<file path="src/rtl/cnn_axi_pkg.sv">
package cnn_axi_pkg;

	// Bus geometry
	localparam int ADDR_WIDTH = 5;   // Byte address
	localparam int DATA_WIDTH = 32;
	localparam int STRB_WIDTH = DATA_WIDTH / 8;

	typedef logic [DATA_WIDTH-1:0] axi_data_t;
	typedef logic [ADDR_WIDTH-1:0] axi_addr_t;
	typedef logic [STRB_WIDTH-1:0] axi_strb_t;

	// Register map
	localparam axi_addr_t REG_CONTROL     = 5'h00;
	localparam axi_addr_t REG_PIXEL       = 5'h04;
	localparam axi_addr_t REG_STATUS      = 5'h08;
	localparam axi_addr_t REG_RESULT_LO   = 5'h0C;
	localparam axi_addr_t REG_RESULT_HI   = 5'h10;   // Read pops the result queue
	localparam axi_addr_t REG_FRAME_COUNT = 5'h14;
	localparam axi_addr_t REG_ERROR       = 5'h18;

	// CONTROL command bits
	localparam int CTRL_START      = 0;
	localparam int CTRL_SOFT_RESET = 1;
	localparam int CTRL_FRAME_END  = 4;

	// STATUS bits
	localparam int STAT_BUSY      = 0;
	localparam int STAT_RES_AVAIL = 1;
	localparam int STAT_PIX_EMPTY = 2;
	localparam int STAT_PIX_FULL  = 3;

	// Sticky ERROR bits
	localparam int ERR_PIX_OVF  = 0;
	localparam int ERR_RES_OVF  = 1;
	localparam int ERR_PIX_IDLE = 2;

	localparam logic [1:0] RESP_OKAY = 2'b00;

endpackage

</file>
<file path="src/rtl/cnn_core_pkg.sv">
package cnn_core_pkg;

	typedef logic [7:0] pixel_t;            // Unsigned grey level
	typedef logic signed [7:0] weight_t;
	typedef logic signed [47:0] result_t;   // Frame sum

	localparam int NUM_TAPS  = 9;   // 3x3 kernel
	localparam int MAX_LANES = 4;

	// One fixed kernel per lane, taps in raster order
	localparam weight_t KERNELS [MAX_LANES][NUM_TAPS] = '{
		// Laplacian edge
		'{-1, -1, -1,
		  -1,  8, -1,
		  -1, -1, -1},
		// Sharpen
		'{ 0, -1,  0,
		  -1,  5, -1,
		   0, -1,  0},
		// Gaussian blur
		'{ 1,  2,  1,
		   2,  4,  2,
		   1,  2,  1},
		// Sobel x
		'{-1,  0,  1,
		  -2,  0,  2,
		  -1,  0,  1}
	};

endpackage

</file>
<file path="src/rtl/cnn_if.sv">
`timescale 1ns/1ns

// Register strobes between the AXI slave and the register block
interface reg_bus_if;
	logic                   wr_en;     // One-cycle write strobe
	cnn_axi_pkg::axi_addr_t wr_addr;
	cnn_axi_pkg::axi_data_t wr_data;
	cnn_axi_pkg::axi_strb_t wr_strb;
	logic                   rd_en;     // One-cycle read strobe
	cnn_axi_pkg::axi_addr_t rd_addr;
	cnn_axi_pkg::axi_data_t rd_data;   // Combinational, same cycle as rd_en

	modport slave (
		output wr_en, wr_addr, wr_data, wr_strb, rd_en, rd_addr,
		input  rd_data
	);

	modport regs (
		input  wr_en, wr_addr, wr_data, wr_strb, rd_en, rd_addr,
		output rd_data
	);
endinterface

// Command and pixel path into the core, result path back
interface core_if;
	logic                    start;          // Pulse
	logic                    clear;          // Pulse, soft reset
	logic                    pixel_valid;    // Pulse per pixel
	cnn_core_pkg::pixel_t    pixel;
	logic                    frame_end;      // Pulse
	logic                    busy;           // Level
	logic                    result_valid;   // One-cycle pulse
	cnn_core_pkg::result_t   result;

	modport ctrl (
		output start, clear, pixel_valid, pixel, frame_end,
		input  busy, result_valid, result
	);

	modport core (
		input  start, clear, pixel_valid, pixel, frame_end,
		output busy, result_valid, result
	);
endinterface

</file>
<file path="src/rtl/sync_fifo.sv">
`timescale 1ns/1ns

module sync_fifo #(
	parameter type T     = logic,
	parameter int  DEPTH = 4
) (
	input  logic clk,
	input  logic rst,
	input  logic flush,
	input  logic push,
	input  T     din,
	input  logic pop,
	output T     dout,
	output logic empty,
	output logic full
);

	localparam int PW = (DEPTH > 1) ? $clog2(DEPTH) : 1;
	localparam int CW = $clog2(DEPTH + 1);

	T                mem [DEPTH];
	logic [PW-1:0]   wr_ptr;
	logic [PW-1:0]   rd_ptr;
	logic [CW-1:0]   count;   // Occupancy
	logic            do_push;
	logic            do_pop;

	// Wrap for any depth, not only powers of two
	function automatic logic [PW-1:0] ptr_next(input logic [PW-1:0] p);
		return (p == PW'(DEPTH - 1)) ? '0 : p + 1'b1;
	endfunction

	assign empty   = (count == '0);
	assign full    = (count == CW'(DEPTH));
	assign do_push = push & ~full;    // Overrun dropped
	assign do_pop  = pop & ~empty;    // Underrun ignored
	assign dout    = mem[rd_ptr];     // Head visible without latency

	always_ff @(posedge clk) begin
		if (do_push) mem[wr_ptr] <= din;
	end

	always_ff @(posedge clk) begin
		if (rst | flush) begin
			wr_ptr <= '0;
			rd_ptr <= '0;
			count  <= '0;
		end else begin
			if (do_push) wr_ptr <= ptr_next(wr_ptr);
			if (do_pop) rd_ptr <= ptr_next(rd_ptr);
			count <= count + CW'(do_push) - CW'(do_pop);
		end
	end

endmodule

</file>
<file path="src/rtl/cnn_mac_lane.sv">
`timescale 1ns/1ns

module cnn_mac_lane #(
	parameter int LANE = 0
) (
	input  logic                  clk,
	input  logic                  rst,
	input  logic                  clear,
	input  logic                  valid,
	input  logic [3:0]            tap,
	input  cnn_core_pkg::pixel_t  pixel,
	output cnn_core_pkg::result_t acc
);

	cnn_core_pkg::weight_t weight;
	logic signed [16:0]    prod_q;   // 9b signed pixel times 8b weight
	logic                  prod_v;

	// Fixed kernel row for this lane
	assign weight = (tap < 4'(cnn_core_pkg::NUM_TAPS)) ? cnn_core_pkg::KERNELS[LANE][tap] : '0;

	// Stage 1 product
	always_ff @(posedge clk) begin
		prod_q <= $signed({1'b0, pixel}) * weight;   // Pixel zero-extended
	end

	always_ff @(posedge clk) begin
		if (rst) prod_v <= 1'b0;
		else prod_v <= valid & ~clear;
	end

	// Stage 2 accumulate, clear wins over a landing product
	always_ff @(posedge clk) begin
		if (rst | clear) begin
			acc <= '0;
		end else if (prod_v) begin
			acc <= acc + cnn_core_pkg::result_t'(prod_q);   // Sign-extended
		end
	end

endmodule

</file>
<file path="src/rtl/cnn_core.sv">
`timescale 1ns/1ns

module cnn_core #(
	parameter int NUM_LANES = 2
) (
	input logic  clk,
	input logic  rst,
	core_if.core ctl
);

	logic                  busy_q;
	logic [3:0]            tap;          // Pixel position mod NUM_TAPS
	logic [1:0]            drain_cnt;    // Counts down after frame end
	logic                  draining;
	logic                  run;          // Taking pixels
	logic                  lane_valid;
	logic                  lane_clear;
	cnn_core_pkg::result_t acc [NUM_LANES];
	cnn_core_pkg::result_t lane_sum;

	assign draining   = (drain_cnt != 2'd0);
	assign run        = busy_q & ~draining;
	assign lane_valid = ctl.pixel_valid & run;   // Stray pixels during drain dropped
	assign lane_clear = ctl.clear | (drain_cnt == 2'd1);   // Accs zero with busy fall

	for (genvar l = 0; l < NUM_LANES; l++) begin : g_lane
		cnn_mac_lane #(
			.LANE (l)
		) u_lane (
			.clk   (clk),
			.rst   (rst),
			.clear (lane_clear),
			.valid (lane_valid),
			.tap   (tap),
			.pixel (ctl.pixel),
			.acc   (acc[l])
		);
	end

	// Final adder across lanes
	always_comb begin
		lane_sum = '0;
		for (int l = 0; l < NUM_LANES; l++) begin
			lane_sum = lane_sum + acc[l];
		end
	end

	always_ff @(posedge clk) begin
		if (rst | ctl.clear) begin
			busy_q           <= 1'b0;
			tap              <= '0;
			drain_cnt        <= '0;
			ctl.result_valid <= 1'b0;
		end else begin
			ctl.result_valid <= 1'b0;
			if (ctl.start & ~busy_q) busy_q <= 1'b1;   // Start while busy ignored
			if (lane_valid) begin
				tap <= (tap == 4'(cnn_core_pkg::NUM_TAPS - 1)) ? '0 : tap + 1'b1;
			end
			if (ctl.frame_end & run) begin
				drain_cnt <= 2'd3;   // Pulse lands four cycles on
			end else if (draining) begin
				drain_cnt <= drain_cnt - 1'b1;
			end
			if (drain_cnt == 2'd1) begin
				busy_q           <= 1'b0;
				tap              <= '0;
				ctl.result_valid <= 1'b1;
			end
		end
	end

	// Lane sum captured in the last drain cycle
	always_ff @(posedge clk) begin
		if (drain_cnt == 2'd1) ctl.result <= lane_sum;
	end

	assign ctl.busy = busy_q;

endmodule

</file>
<file path="src/rtl/cnn_axi_slave.sv">
`timescale 1ns/1ns

module cnn_axi_slave (
	input  logic                   clk,
	input  logic                   rst,
	// Write address and data
	input  cnn_axi_pkg::axi_addr_t awaddr,
	input  logic                   awvalid,
	output logic                   awready,
	input  cnn_axi_pkg::axi_data_t wdata,
	input  cnn_axi_pkg::axi_strb_t wstrb,
	input  logic                   wvalid,
	output logic                   wready,
	// Write response
	output logic [1:0]             bresp,
	output logic                   bvalid,
	input  logic                   bready,
	// Read address
	input  cnn_axi_pkg::axi_addr_t araddr,
	input  logic                   arvalid,
	output logic                   arready,
	// Read data
	output cnn_axi_pkg::axi_data_t rdata,
	output logic [1:0]             rresp,
	output logic                   rvalid,
	input  logic                   rready,
	reg_bus_if.slave               bus
);

	logic wr_go;   // Write accepted this cycle
	logic rd_go;   // Read accepted this cycle

	// Address and data taken together, one beat only
	assign wr_go = awvalid & wvalid & ~bvalid;   // Held response blocks next write
	assign rd_go = arvalid & ~rvalid;            // Held read data blocks next read

	assign awready = wr_go;
	assign wready  = wr_go;
	assign arready = rd_go;

	// Strobes into the register block
	assign bus.wr_en   = wr_go;
	assign bus.wr_addr = awaddr;
	assign bus.wr_data = wdata;
	assign bus.wr_strb = wstrb;
	assign bus.rd_en   = rd_go;
	assign bus.rd_addr = araddr;

	// No slave errors in this design
	assign bresp = cnn_axi_pkg::RESP_OKAY;
	assign rresp = cnn_axi_pkg::RESP_OKAY;

	// Write response channel
	always_ff @(posedge clk) begin
		if (rst) begin
			bvalid <= 1'b0;
		end else if (wr_go) begin
			bvalid <= 1'b1;   // Next cycle after the strobe
		end else if (bready) begin
			bvalid <= 1'b0;
		end
	end

	// Read data channel
	always_ff @(posedge clk) begin
		if (rst) begin
			rvalid <= 1'b0;
		end else if (rd_go) begin
			rvalid <= 1'b1;
		end else if (rready) begin
			rvalid <= 1'b0;
		end
	end

	// Capture the decoded value, held until rready
	always_ff @(posedge clk) begin
		if (rd_go) begin
			rdata <= bus.rd_data;
		end
	end

endmodule

</file>
<file path="src/rtl/cnn_regs.sv">
`timescale 1ns/1ns

module cnn_regs #(
	parameter int PIX_DEPTH = 16,
	parameter int RES_DEPTH = 4
) (
	input logic     clk,
	input logic     rst,
	reg_bus_if.regs bus,
	core_if.ctrl    core
);

	logic                   wr_ctrl;    // Control write, low byte enabled
	logic                   wr_pix;     // Pixel write, low byte enabled
	logic                   rd_hi;      // Result high word read
	logic                   start_p;
	logic                   clear_p;
	logic                   fe_pend;    // Frame end waiting for the queue to drain
	logic                   pix_idle;   // Nobody to take a pixel
	logic                   pix_push;
	logic                   pix_pop;
	logic                   pix_empty;
	logic                   pix_full;
	cnn_core_pkg::pixel_t   pix_dout;
	logic                   res_empty;
	logic                   res_full;
	cnn_core_pkg::result_t  res_dout;
	cnn_core_pkg::result_t  res_head;
	cnn_axi_pkg::axi_data_t frame_cnt;
	logic [2:0]             err;
	cnn_axi_pkg::axi_data_t status;

	assign wr_ctrl = bus.wr_en & bus.wr_strb[0] & (bus.wr_addr == cnn_axi_pkg::REG_CONTROL);
	assign wr_pix  = bus.wr_en & bus.wr_strb[0] & (bus.wr_addr == cnn_axi_pkg::REG_PIXEL);
	assign rd_hi   = bus.rd_en & (bus.rd_addr == cnn_axi_pkg::REG_RESULT_HI);

	assign pix_idle = ~core.busy & ~start_p;   // A start in flight still counts
	assign pix_push = wr_pix & ~pix_full & ~pix_idle;
	assign pix_pop  = core.busy & ~pix_empty;   // One per cycle, core has no ready

	assign core.start       = start_p;
	assign core.clear       = clear_p;
	assign core.pixel_valid = pix_pop;
	assign core.pixel       = pix_dout;
	assign core.frame_end   = fe_pend & pix_empty;   // Only after the last pixel left

	// Command bits become single pulses
	always_ff @(posedge clk) begin
		if (rst) begin
			start_p <= 1'b0;
			clear_p <= 1'b0;
		end else begin
			start_p <= wr_ctrl & bus.wr_data[cnn_axi_pkg::CTRL_START];
			clear_p <= wr_ctrl & bus.wr_data[cnn_axi_pkg::CTRL_SOFT_RESET];
		end
	end

	always_ff @(posedge clk) begin
		if (rst | clear_p) begin
			fe_pend <= 1'b0;
		end else if (wr_ctrl & bus.wr_data[cnn_axi_pkg::CTRL_FRAME_END]) begin
			fe_pend <= 1'b1;
		end else if (pix_empty) begin
			fe_pend <= 1'b0;   // Issued this cycle
		end
	end

	// Frame counter and sticky errors, both wiped by soft reset
	always_ff @(posedge clk) begin
		if (rst | clear_p) begin
			frame_cnt <= '0;
			err       <= '0;
		end else begin
			if (core.result_valid) frame_cnt <= frame_cnt + 1'b1;
			if (wr_pix & pix_full) err[cnn_axi_pkg::ERR_PIX_OVF] <= 1'b1;
			if (wr_pix & pix_idle) err[cnn_axi_pkg::ERR_PIX_IDLE] <= 1'b1;
			if (core.result_valid & res_full) err[cnn_axi_pkg::ERR_RES_OVF] <= 1'b1;
		end
	end

	sync_fifo #(
		.T     (cnn_core_pkg::pixel_t),
		.DEPTH (PIX_DEPTH)
	) pixel_q (
		.clk   (clk),
		.rst   (rst),
		.flush (clear_p),
		.push  (pix_push),
		.din   (bus.wr_data[7:0]),
		.pop   (pix_pop),
		.dout  (pix_dout),
		.empty (pix_empty),
		.full  (pix_full)
	);

	// Push while full is dropped inside the FIFO
	sync_fifo #(
		.T     (cnn_core_pkg::result_t),
		.DEPTH (RES_DEPTH)
	) result_q (
		.clk   (clk),
		.rst   (rst),
		.flush (clear_p),
		.push  (core.result_valid),
		.din   (core.result),
		.pop   (rd_hi),
		.dout  (res_dout),
		.empty (res_empty),
		.full  (res_full)
	);

	assign res_head = res_empty ? '0 : res_dout;   // Hide stale entries

	always_comb begin
		status = '0;
		status[cnn_axi_pkg::STAT_BUSY]      = core.busy;
		status[cnn_axi_pkg::STAT_RES_AVAIL] = ~res_empty;
		status[cnn_axi_pkg::STAT_PIX_EMPTY] = pix_empty;
		status[cnn_axi_pkg::STAT_PIX_FULL]  = pix_full;
	end

	// Read decode, control and pixel read back as zero
	always_comb begin
		case (bus.rd_addr)
			cnn_axi_pkg::REG_STATUS:      bus.rd_data = status;
			cnn_axi_pkg::REG_RESULT_LO:   bus.rd_data = res_head[31:0];
			cnn_axi_pkg::REG_RESULT_HI:   bus.rd_data = {16'b0, res_head[47:32]};
			cnn_axi_pkg::REG_FRAME_COUNT: bus.rd_data = frame_cnt;
			cnn_axi_pkg::REG_ERROR:       bus.rd_data = {29'b0, err};
			default:                      bus.rd_data = '0;
		endcase
	end

endmodule

</file>
<file path="src/rtl/myip_cnn.sv">
`timescale 1ns/1ns

module myip_cnn #(
	parameter int NUM_LANES = 2,    // 1 to MAX_LANES
	parameter int PIX_DEPTH = 16,
	parameter int RES_DEPTH = 4
) (
	input  logic                              s00_axi_cnn_aclk,
	input  logic                              rst,
	input  logic [cnn_axi_pkg::ADDR_WIDTH-1:0] s00_axi_cnn_awaddr,
	input  logic                              s00_axi_cnn_awvalid,
	output logic                              s00_axi_cnn_awready,
	input  logic [cnn_axi_pkg::DATA_WIDTH-1:0] s00_axi_cnn_wdata,
	input  logic [cnn_axi_pkg::STRB_WIDTH-1:0] s00_axi_cnn_wstrb,
	input  logic                              s00_axi_cnn_wvalid,
	output logic                              s00_axi_cnn_wready,
	output logic [1:0]                        s00_axi_cnn_bresp,
	output logic                              s00_axi_cnn_bvalid,
	input  logic                              s00_axi_cnn_bready,
	input  logic [cnn_axi_pkg::ADDR_WIDTH-1:0] s00_axi_cnn_araddr,
	input  logic                              s00_axi_cnn_arvalid,
	output logic                              s00_axi_cnn_arready,
	output logic [cnn_axi_pkg::DATA_WIDTH-1:0] s00_axi_cnn_rdata,
	output logic [1:0]                        s00_axi_cnn_rresp,
	output logic                              s00_axi_cnn_rvalid,
	input  logic                              s00_axi_cnn_rready
);

	reg_bus_if reg_bus ();   // Slave to register block
	core_if    core_bus ();  // Register block to core

	cnn_axi_slave u_axi (
		.clk     (s00_axi_cnn_aclk),
		.rst     (rst),
		.awaddr  (s00_axi_cnn_awaddr),
		.awvalid (s00_axi_cnn_awvalid),
		.awready (s00_axi_cnn_awready),
		.wdata   (s00_axi_cnn_wdata),
		.wstrb   (s00_axi_cnn_wstrb),
		.wvalid  (s00_axi_cnn_wvalid),
		.wready  (s00_axi_cnn_wready),
		.bresp   (s00_axi_cnn_bresp),
		.bvalid  (s00_axi_cnn_bvalid),
		.bready  (s00_axi_cnn_bready),
		.araddr  (s00_axi_cnn_araddr),
		.arvalid (s00_axi_cnn_arvalid),
		.arready (s00_axi_cnn_arready),
		.rdata   (s00_axi_cnn_rdata),
		.rresp   (s00_axi_cnn_rresp),
		.rvalid  (s00_axi_cnn_rvalid),
		.rready  (s00_axi_cnn_rready),
		.bus     (reg_bus.slave)
	);

	cnn_regs #(
		.PIX_DEPTH (PIX_DEPTH),
		.RES_DEPTH (RES_DEPTH)
	) u_regs (
		.clk  (s00_axi_cnn_aclk),
		.rst  (rst),
		.bus  (reg_bus.regs),
		.core (core_bus.ctrl)
	);

	cnn_core #(
		.NUM_LANES (NUM_LANES)
	) u_core (
		.clk (s00_axi_cnn_aclk),
		.rst (rst),
		.ctl (core_bus.core)
	);

endmodule

</file>
<file path="config.mk">
export PLATFORM = sky130hd
export DESIGN_NAME = myip_cnn
export DESIGN_NICKNAME = d
export VERILOG_FILES = /design/src/rtl/cnn_axi_pkg.sv /design/src/rtl/cnn_core_pkg.sv /design/src/rtl/cnn_if.sv /design/src/rtl/sync_fifo.sv /design/src/rtl/cnn_mac_lane.sv /design/src/rtl/cnn_core.sv /design/src/rtl/cnn_axi_slave.sv /design/src/rtl/cnn_regs.sv /design/src/rtl/myip_cnn.sv
export SDC_FILE = /design/constraint.sdc
export NUM_CORES = 1
export LEC_CHECK = 0
export ABC_CLOCK_PERIOD_IN_PS = 12000
export BUFFER_PORTS_ARGS = -buffer_cell sky130_fd_sc_hd__buf_2
export CAP_MARGIN = 20
export CORE_MARGIN = 3
export CORE_UTILIZATION = 45
export CTS_BUF_LIST = sky130_fd_sc_hd__clkbuf_4 sky130_fd_sc_hd__clkbuf_8
export DETAILED_ROUTE_END_ITERATION = 12
export PLACE_DENSITY = 0.69
export SYNTH_ARGS = -nofsm -noshare
export SYNTH_HDL_FRONTEND = slang
export SYNTH_SLANG_ARGS = --single-unit
</file>
<file path="constraint.sdc">
create_clock -name s00_axi_cnn_aclk -period 12 [get_ports s00_axi_cnn_aclk]
set_input_delay 0.6 -clock s00_axi_cnn_aclk [delete_from_list [all_inputs] [get_ports s00_axi_cnn_aclk]]
set_output_delay 0.6 -clock s00_axi_cnn_aclk [all_outputs]
set_load 0.05 [all_outputs]
</file>
After elaboration in Yosys (flattened, before gate mapping)
Memory sizes are Yosys's and may differ from the RTL's. A register that Yosys moved wholly into a read port is not among the register bits. Index checks and enable logic that the tools add are counted.

Register bits: 279. Latch bits: 0. Bits in writable memories: 320. Memory bits (read-only): 256. Bits of input ports: 53. Output and inout port bits: 41. Memories: 4.

Memory list: u_regs.result_q.mem (words 4, bits a word 48, rd ports 1, clocked after memory_dff 1, write ports 1, line sync_fifo.sv:21) `T mem [DEPTH];`; (no name shown) (words 16, bits a word 8, rd ports 1, clocked after memory_dff 0, write ports 0, line cnn_mac_lane.sv:20) `assign weight = (tap < 4'(cnn_core_pkg::NUM_TAPS)) ? cnn_core_pkg::KERNELS[LANE][tap] : '0;`; (no name shown) (words 16, bits a word 8, rd ports 1, clocked after memory_dff 0, write ports 0, line cnn_mac_lane.sv:20); u_regs.pixel_q.mem (words 16, bits a word 8, rd ports 1, clocked after memory_dff 1, write ports 1, line sync_fifo.sv:21).

$add $sub $neg: 14. Multipliers: 2. Div/mod/pow operators: 0. Order comparisons: 2. Equal/unequal tests: 14. Shift-type cells: 0. Multiplexer cells: 30. Bitwise operators: 42. Reduce and logical (&&, ||, !) cells: 9.

Operators with widths (number): $pmux W32 S5 (1); $add A48 B17 Y48 (2); $add A48 B48 Y48 (1); $mux W48 (1); $mux W8 (6); $mul A9 B8 Y17 (2); $add A32 B1 Y32 const B (1); $and A1 B1 Y1 (27); $eq A5 B5 Y1 const B (4); $mux W4 (5); $add A4 B1 Y4 const B (3); $eq A4 B4 Y1 const B (3); $mux W2 (6); $mux W1 (11); $not A1 Y1 (11); $eq A5 B4 Y1 const B (2); $logic_not A5 Y1 (2); $reduce_bool A2 Y1 (5); $add A5 B1 Y5 (1); $eq A5 B3 Y1 const B (1); $ge A5 B5 Y1 const B (1); $not A4 Y5 (1); $sub A5 B1 Y5 (1); $add A2 B1 Y2 const B (2); other kinds (10) (13).

Longest topological paths before layout
Word-level depth: 9. Gate-level depth with buffers: 29. Depth with buffers taken out: 26.

Modules after synthesis
From an unflattened synthesis, not the netlist that was laid out.

Cells, all modules: 3075. Area total of the unflattened synthesis: 34912.2 um^2.

Modules (own cells, without submodules): sync_fifo (u_regs.result_q) (times used 1, cells an instance 304, area each 7418.4 um^2, seq. area each 5945.7 um^2); cnn_mac_lane (u_core.g_lane[0].u_lane) (times used 1, cells an instance 829, area each 6882.9 um^2, seq. area each 1321.3 um^2); cnn_mac_lane (u_core.g_lane[1].u_lane) (times used 1, cells an instance 781, area each 6643.9 um^2, seq. area each 1321.3 um^2); sync_fifo (u_regs.pixel_q) (times used 1, cells an instance 307, area each 5820.6 um^2, seq. area each 4184.0 um^2); cnn_core (times used 1, cells an instance 475, area each 4376.7 um^2, seq. area each 1601.5 um^2); cnn_regs (times used 1, cells an instance 284, area each 2321.0 um^2, seq. area each 760.7 um^2); cnn_axi_slave (times used 1, cells an instance 95, area each 1448.9 um^2, seq. area each 1001.0 um^2).

Worst setup path after synthesis
Ideal clock, no wire load.

Path type: reg-to-reg. From: reg with a tool-made name. To: reg u_core.g_lane[0].u_lane.prod_q[15]. Data arrival time: 6.404 ns. Path slack: 5.478 ns. Cell stages (with the launch flop): 24. Buffers on the path: 3. Clock period less this slack: 6.522 ns. Cell sequence: dfxtp_1 -> clkbuf_1 -> buf_2 -> buf_2 -> mux4_2 -> mux4_2 -> and2_1 -> fa_1 -> fa_1 -> inv_1 -> fa_1 -> fa_1 -> inv_1 -> ha_1 -> a21oi_1 -> nand2b_1 -> a21boi_0 -> o21ai_0 -> nand2b_1 -> a21oi_1 -> o21ai_0 -> or4_1 -> o311a_1 -> xor2_1.

RTL lines: end signal, assigned (line cnn_mac_lane.sv:24) `prod_q <= $signed({1'b0, pixel}) * weight;`; end, declared (line cnn_mac_lane.sv:16) `logic signed [16:0] prod_q;`.

==> results.cfg <==
[logic_synthesis]
yosysMostFrequentCell = edfxtp_1
synth_area_sq_um = 33260
syn_avg_cell_area_sq_um = 11.71
yosysSeqAreaShare_pct = 48.46
yosys_warnings = 0
yosys_register_bits = 605
synth.area.top_cells = edfxtp_1, dfxtp_1, ha_1
synth_commonest_cells = edfxtp_1, ha_1, nor2_1
synthCells = 2839
yosysUniqueCellTypes = 89
ys.flop_type = edfxtp_1
synth_top_area_cell = edfxtp_1
ys_async_sr_fraction_pct = 0
synth_top_area_share_pct = 36.12
synth_edf_count = 400

[finish]
num-fill-cells = 6198
design_area_sq_um = 36690
final_util_pct = 50.20
areaGrowthSynthToFinish_pct = 10.31
drive_gt1_share_pct = 13.28
nets = 3305

[power]
powerDensity_nw_per_um2 = 122.5
p_leak_uw = 0.01498
ir_worst_vdd_v = 0.00007903
finalPower_uw = 4494

[setup_path]
slowest_delay_ps = 610
cp-start-kind = flip-flop
cp_common_cell = inv_1
path_max_fanout = 32
crit_arrival_ps = 7290
critPathSlowestCell = mux4_2
cp.required_ps = 12570
end_kind = flip-flop
timing_worst_setup_path_type = flip-flop to flip-flop
cp_top_family = adder cells
crit_chain = buf_4 -> mux4_2 -> mux4_2 -> nand2_1 -> inv_1 -> fa_1 -> inv_1 -> fa_1 -> inv_1 -> fa_1 -> inv_1 -> fa_1 -> inv_1 -> ha_1 -> nand2b_1 -> a21boi_0 -> o21ai_0 -> nand2b_1 -> a21oi_1 -> o21ai_0 -> or4_1 -> o311a_1 -> xor2_1
cp.buffers_inverters = 6

[drt]
routedWlPerCell_um = 17.97
first_iter_violations = 1458
drc = 0
vias_per_cell = 5.550
dr.pass1.iters = 9
drt-total-wl_mm = 71.24
postRouteAntennaNets = 0
vias = 22010

[timing]
finalHoldViolations = 0
slew_viol_final = 0
slew_headroom_pct = 24.71
worst_pin_slew_ps = 1125
rsz0062_at_grt = false
final.setup.tns_ps = 0
skew_ps = 38.89
fin_crit_sh_pct = 56.01
holdWs_ps = 100.9
setup_viol = 0
period_minus_slack_ps = 6721
fmax_mhz = 148.8

[cts]
postCtsSetupRepairBufs = 0
cts_tree = done
root_buffer = clkbuf_8
clk_path_buf_depth = 3
clock_latency_ps = 690
ctsHoldBuffers = 0
cts-htree-levels = 3
cts_buffers = 93
clkSlewWorstSetupHoldPaths_ps = 70
clock_sinks = 605
cts_resized = 0

[floorplan]
fp.dieW_um = 277.9
core-area_sq_um = 73080
num_io_pins = 94
dieArea_sq_um = 77210
die_h_um = 277.9
initial_core_util_pct = 45.51
std_cell_rows = 99

[placed_design]
placed_area_sq_um = 34630
gp_routability_congestion = 0.8769
hpwlAfterDp_mm = 51.21
portBuffers = 62

[grt]
grt_overflow_total = 0
antenna_found_initial = 1
grt_max_degree = 56
grt_pass1_wl_mm = 116.5
grt_usage_pct = 18.55
grt_pass1_vias = 22270

[min_path]
hp-class = primary input to flip-flop

[status]
status = completed

[flow_run]
maxCapViolations = 0
## sequential cells by signal, summed over array words and instances, names as in the netlist, 2 cells and up, named ones only
name and flops:
u_regs.result_q.rd_ptr 2, u_regs.err 3, u_regs.frame_cnt 32, u_regs.result_q.wr_ptr 2, u_regs.pixel_q.count 5, u_core.drain_cnt 2, u_core.tap 4, u_regs.pixel_q.rd_ptr 4
u_regs.result_q.mem 192, u_core.g_lane.u_lane.acc 96, u_regs.pixel_q.mem 128, u_axi.rdata 32, u_core.g_lane.u_lane.prod_q 34, u_regs.pixel_q.wr_ptr 4, u_core.ctl.result 48, u_regs.result_q.count 3
## routing by layer
layer  up-vias  global-route usage [%]  wire length, um
met2       607                   31.20            33950
li1      10560                       -                -
met1     10740                   25.06            31910
met4         0                   5.523             1341
met5         -                       0                0
met3        97                   2.626             4036
## placed cells by master (no fill, tap or decap), types with 17 or more instances in the layout
| cell type | instances |
|---|---|
| a211oi_1 | 20 |
| a21o_1 | 105 |
| a21oi_1 | 184 |
| a22o_1 | 17 |
| a22oi_1 | 17 |
| a31oi_1 | 21 |
| and2_1 | 37 |
| and3_1 | 19 |
| buf_2 | 62 |
| buf_4 | 24 |
| clkbuf_4 | 23 |
| clkbuf_8 | 105 |
| clkinv_2 | 19 |
| dfxtp_1 | 201 |
| edfxtp_1 | 400 |
| fa_1 | 78 |
| ha_1 | 250 |
| inv_1 | 189 |
| mux2i_1 | 51 |
| mux4_2 | 88 |
| nand2_1 | 191 |
| nand2b_1 | 28 |
| nand3_1 | 32 |
| nand4_1 | 35 |
| nor2_1 | 233 |
| nor3_1 | 28 |
| o21ai_0 | 103 |
| o21bai_1 | 24 |
| or3_1 | 17 |
| xnor2_1 | 102 |
| xor2_1 | 82 |
## power breakdown
part           internal, uW  leakage [uW]  switching [uW]
registers              2380       0.00533            66.7
clock network          1000       0.00107             819
logic                  56.9       0.00859             172
total                  3440        0.0150            1060
## through the flow
stage | instances | setup WS (ps)
final | 3965 | 5279
after global routing | 3964 | 4776
after CTS | 3961 | 5215
after detailed placement | 3785 | 5288
after global placement | 3784 | 5305
after floorplan | 2842 | 5478
## kinds of logic (layout without fill, tap and decap cells)
group           Yosys count  after routing  share of synthesized area, %
mux                     141            141                         7.562
fa+ha+maj               329            329                         14.14
compound gates          603            603                         11.99
simple gates            682            682                         9.586
xor+xnor                184            184                         4.846
flops                   605            605                         48.46
buf+inv                 294            456                         3.412
other cells               1              6                       0.01128
## final cells by class
class / count / area, sq um / area share, %
Multi-Input combinational cell: 1943 / 16070 / 43.80
Clock buffer: 128 / 1618 / 4.410
Timing Repair Buffer: 89 / 540.5 / 1.473
Sequential cell: 605 / 16120 / 43.95
Inverter: 191 / 716.9 / 1.954
Clock inverter: 48 / 415.4 / 1.132
Antenna cell: 2 / 5.005 / 0.01364
Tap cell: 959 / 1200 / 3.271
## final timing paths
| kind | from | to | slack, ps | depth (start not counted) |
|---|---|---|---|---|
| max | flip-flop | u_core.g_lane[0].u_lane.prod_q[15] | 5280 | 23 |
| min | s00_axi_cnn_rready | u_axi.rvalid | 100 | 2 |
| max reg2reg | flip-flop | u_core.g_lane[0].u_lane.prod_q[15] | 5280 | 23 |
| min reg2reg | u_core.ctl.result[35] | u_regs.result_q.mem[0][35] | 490 | 0 |
No activity file was read; power rests on OpenSTA's default activity.
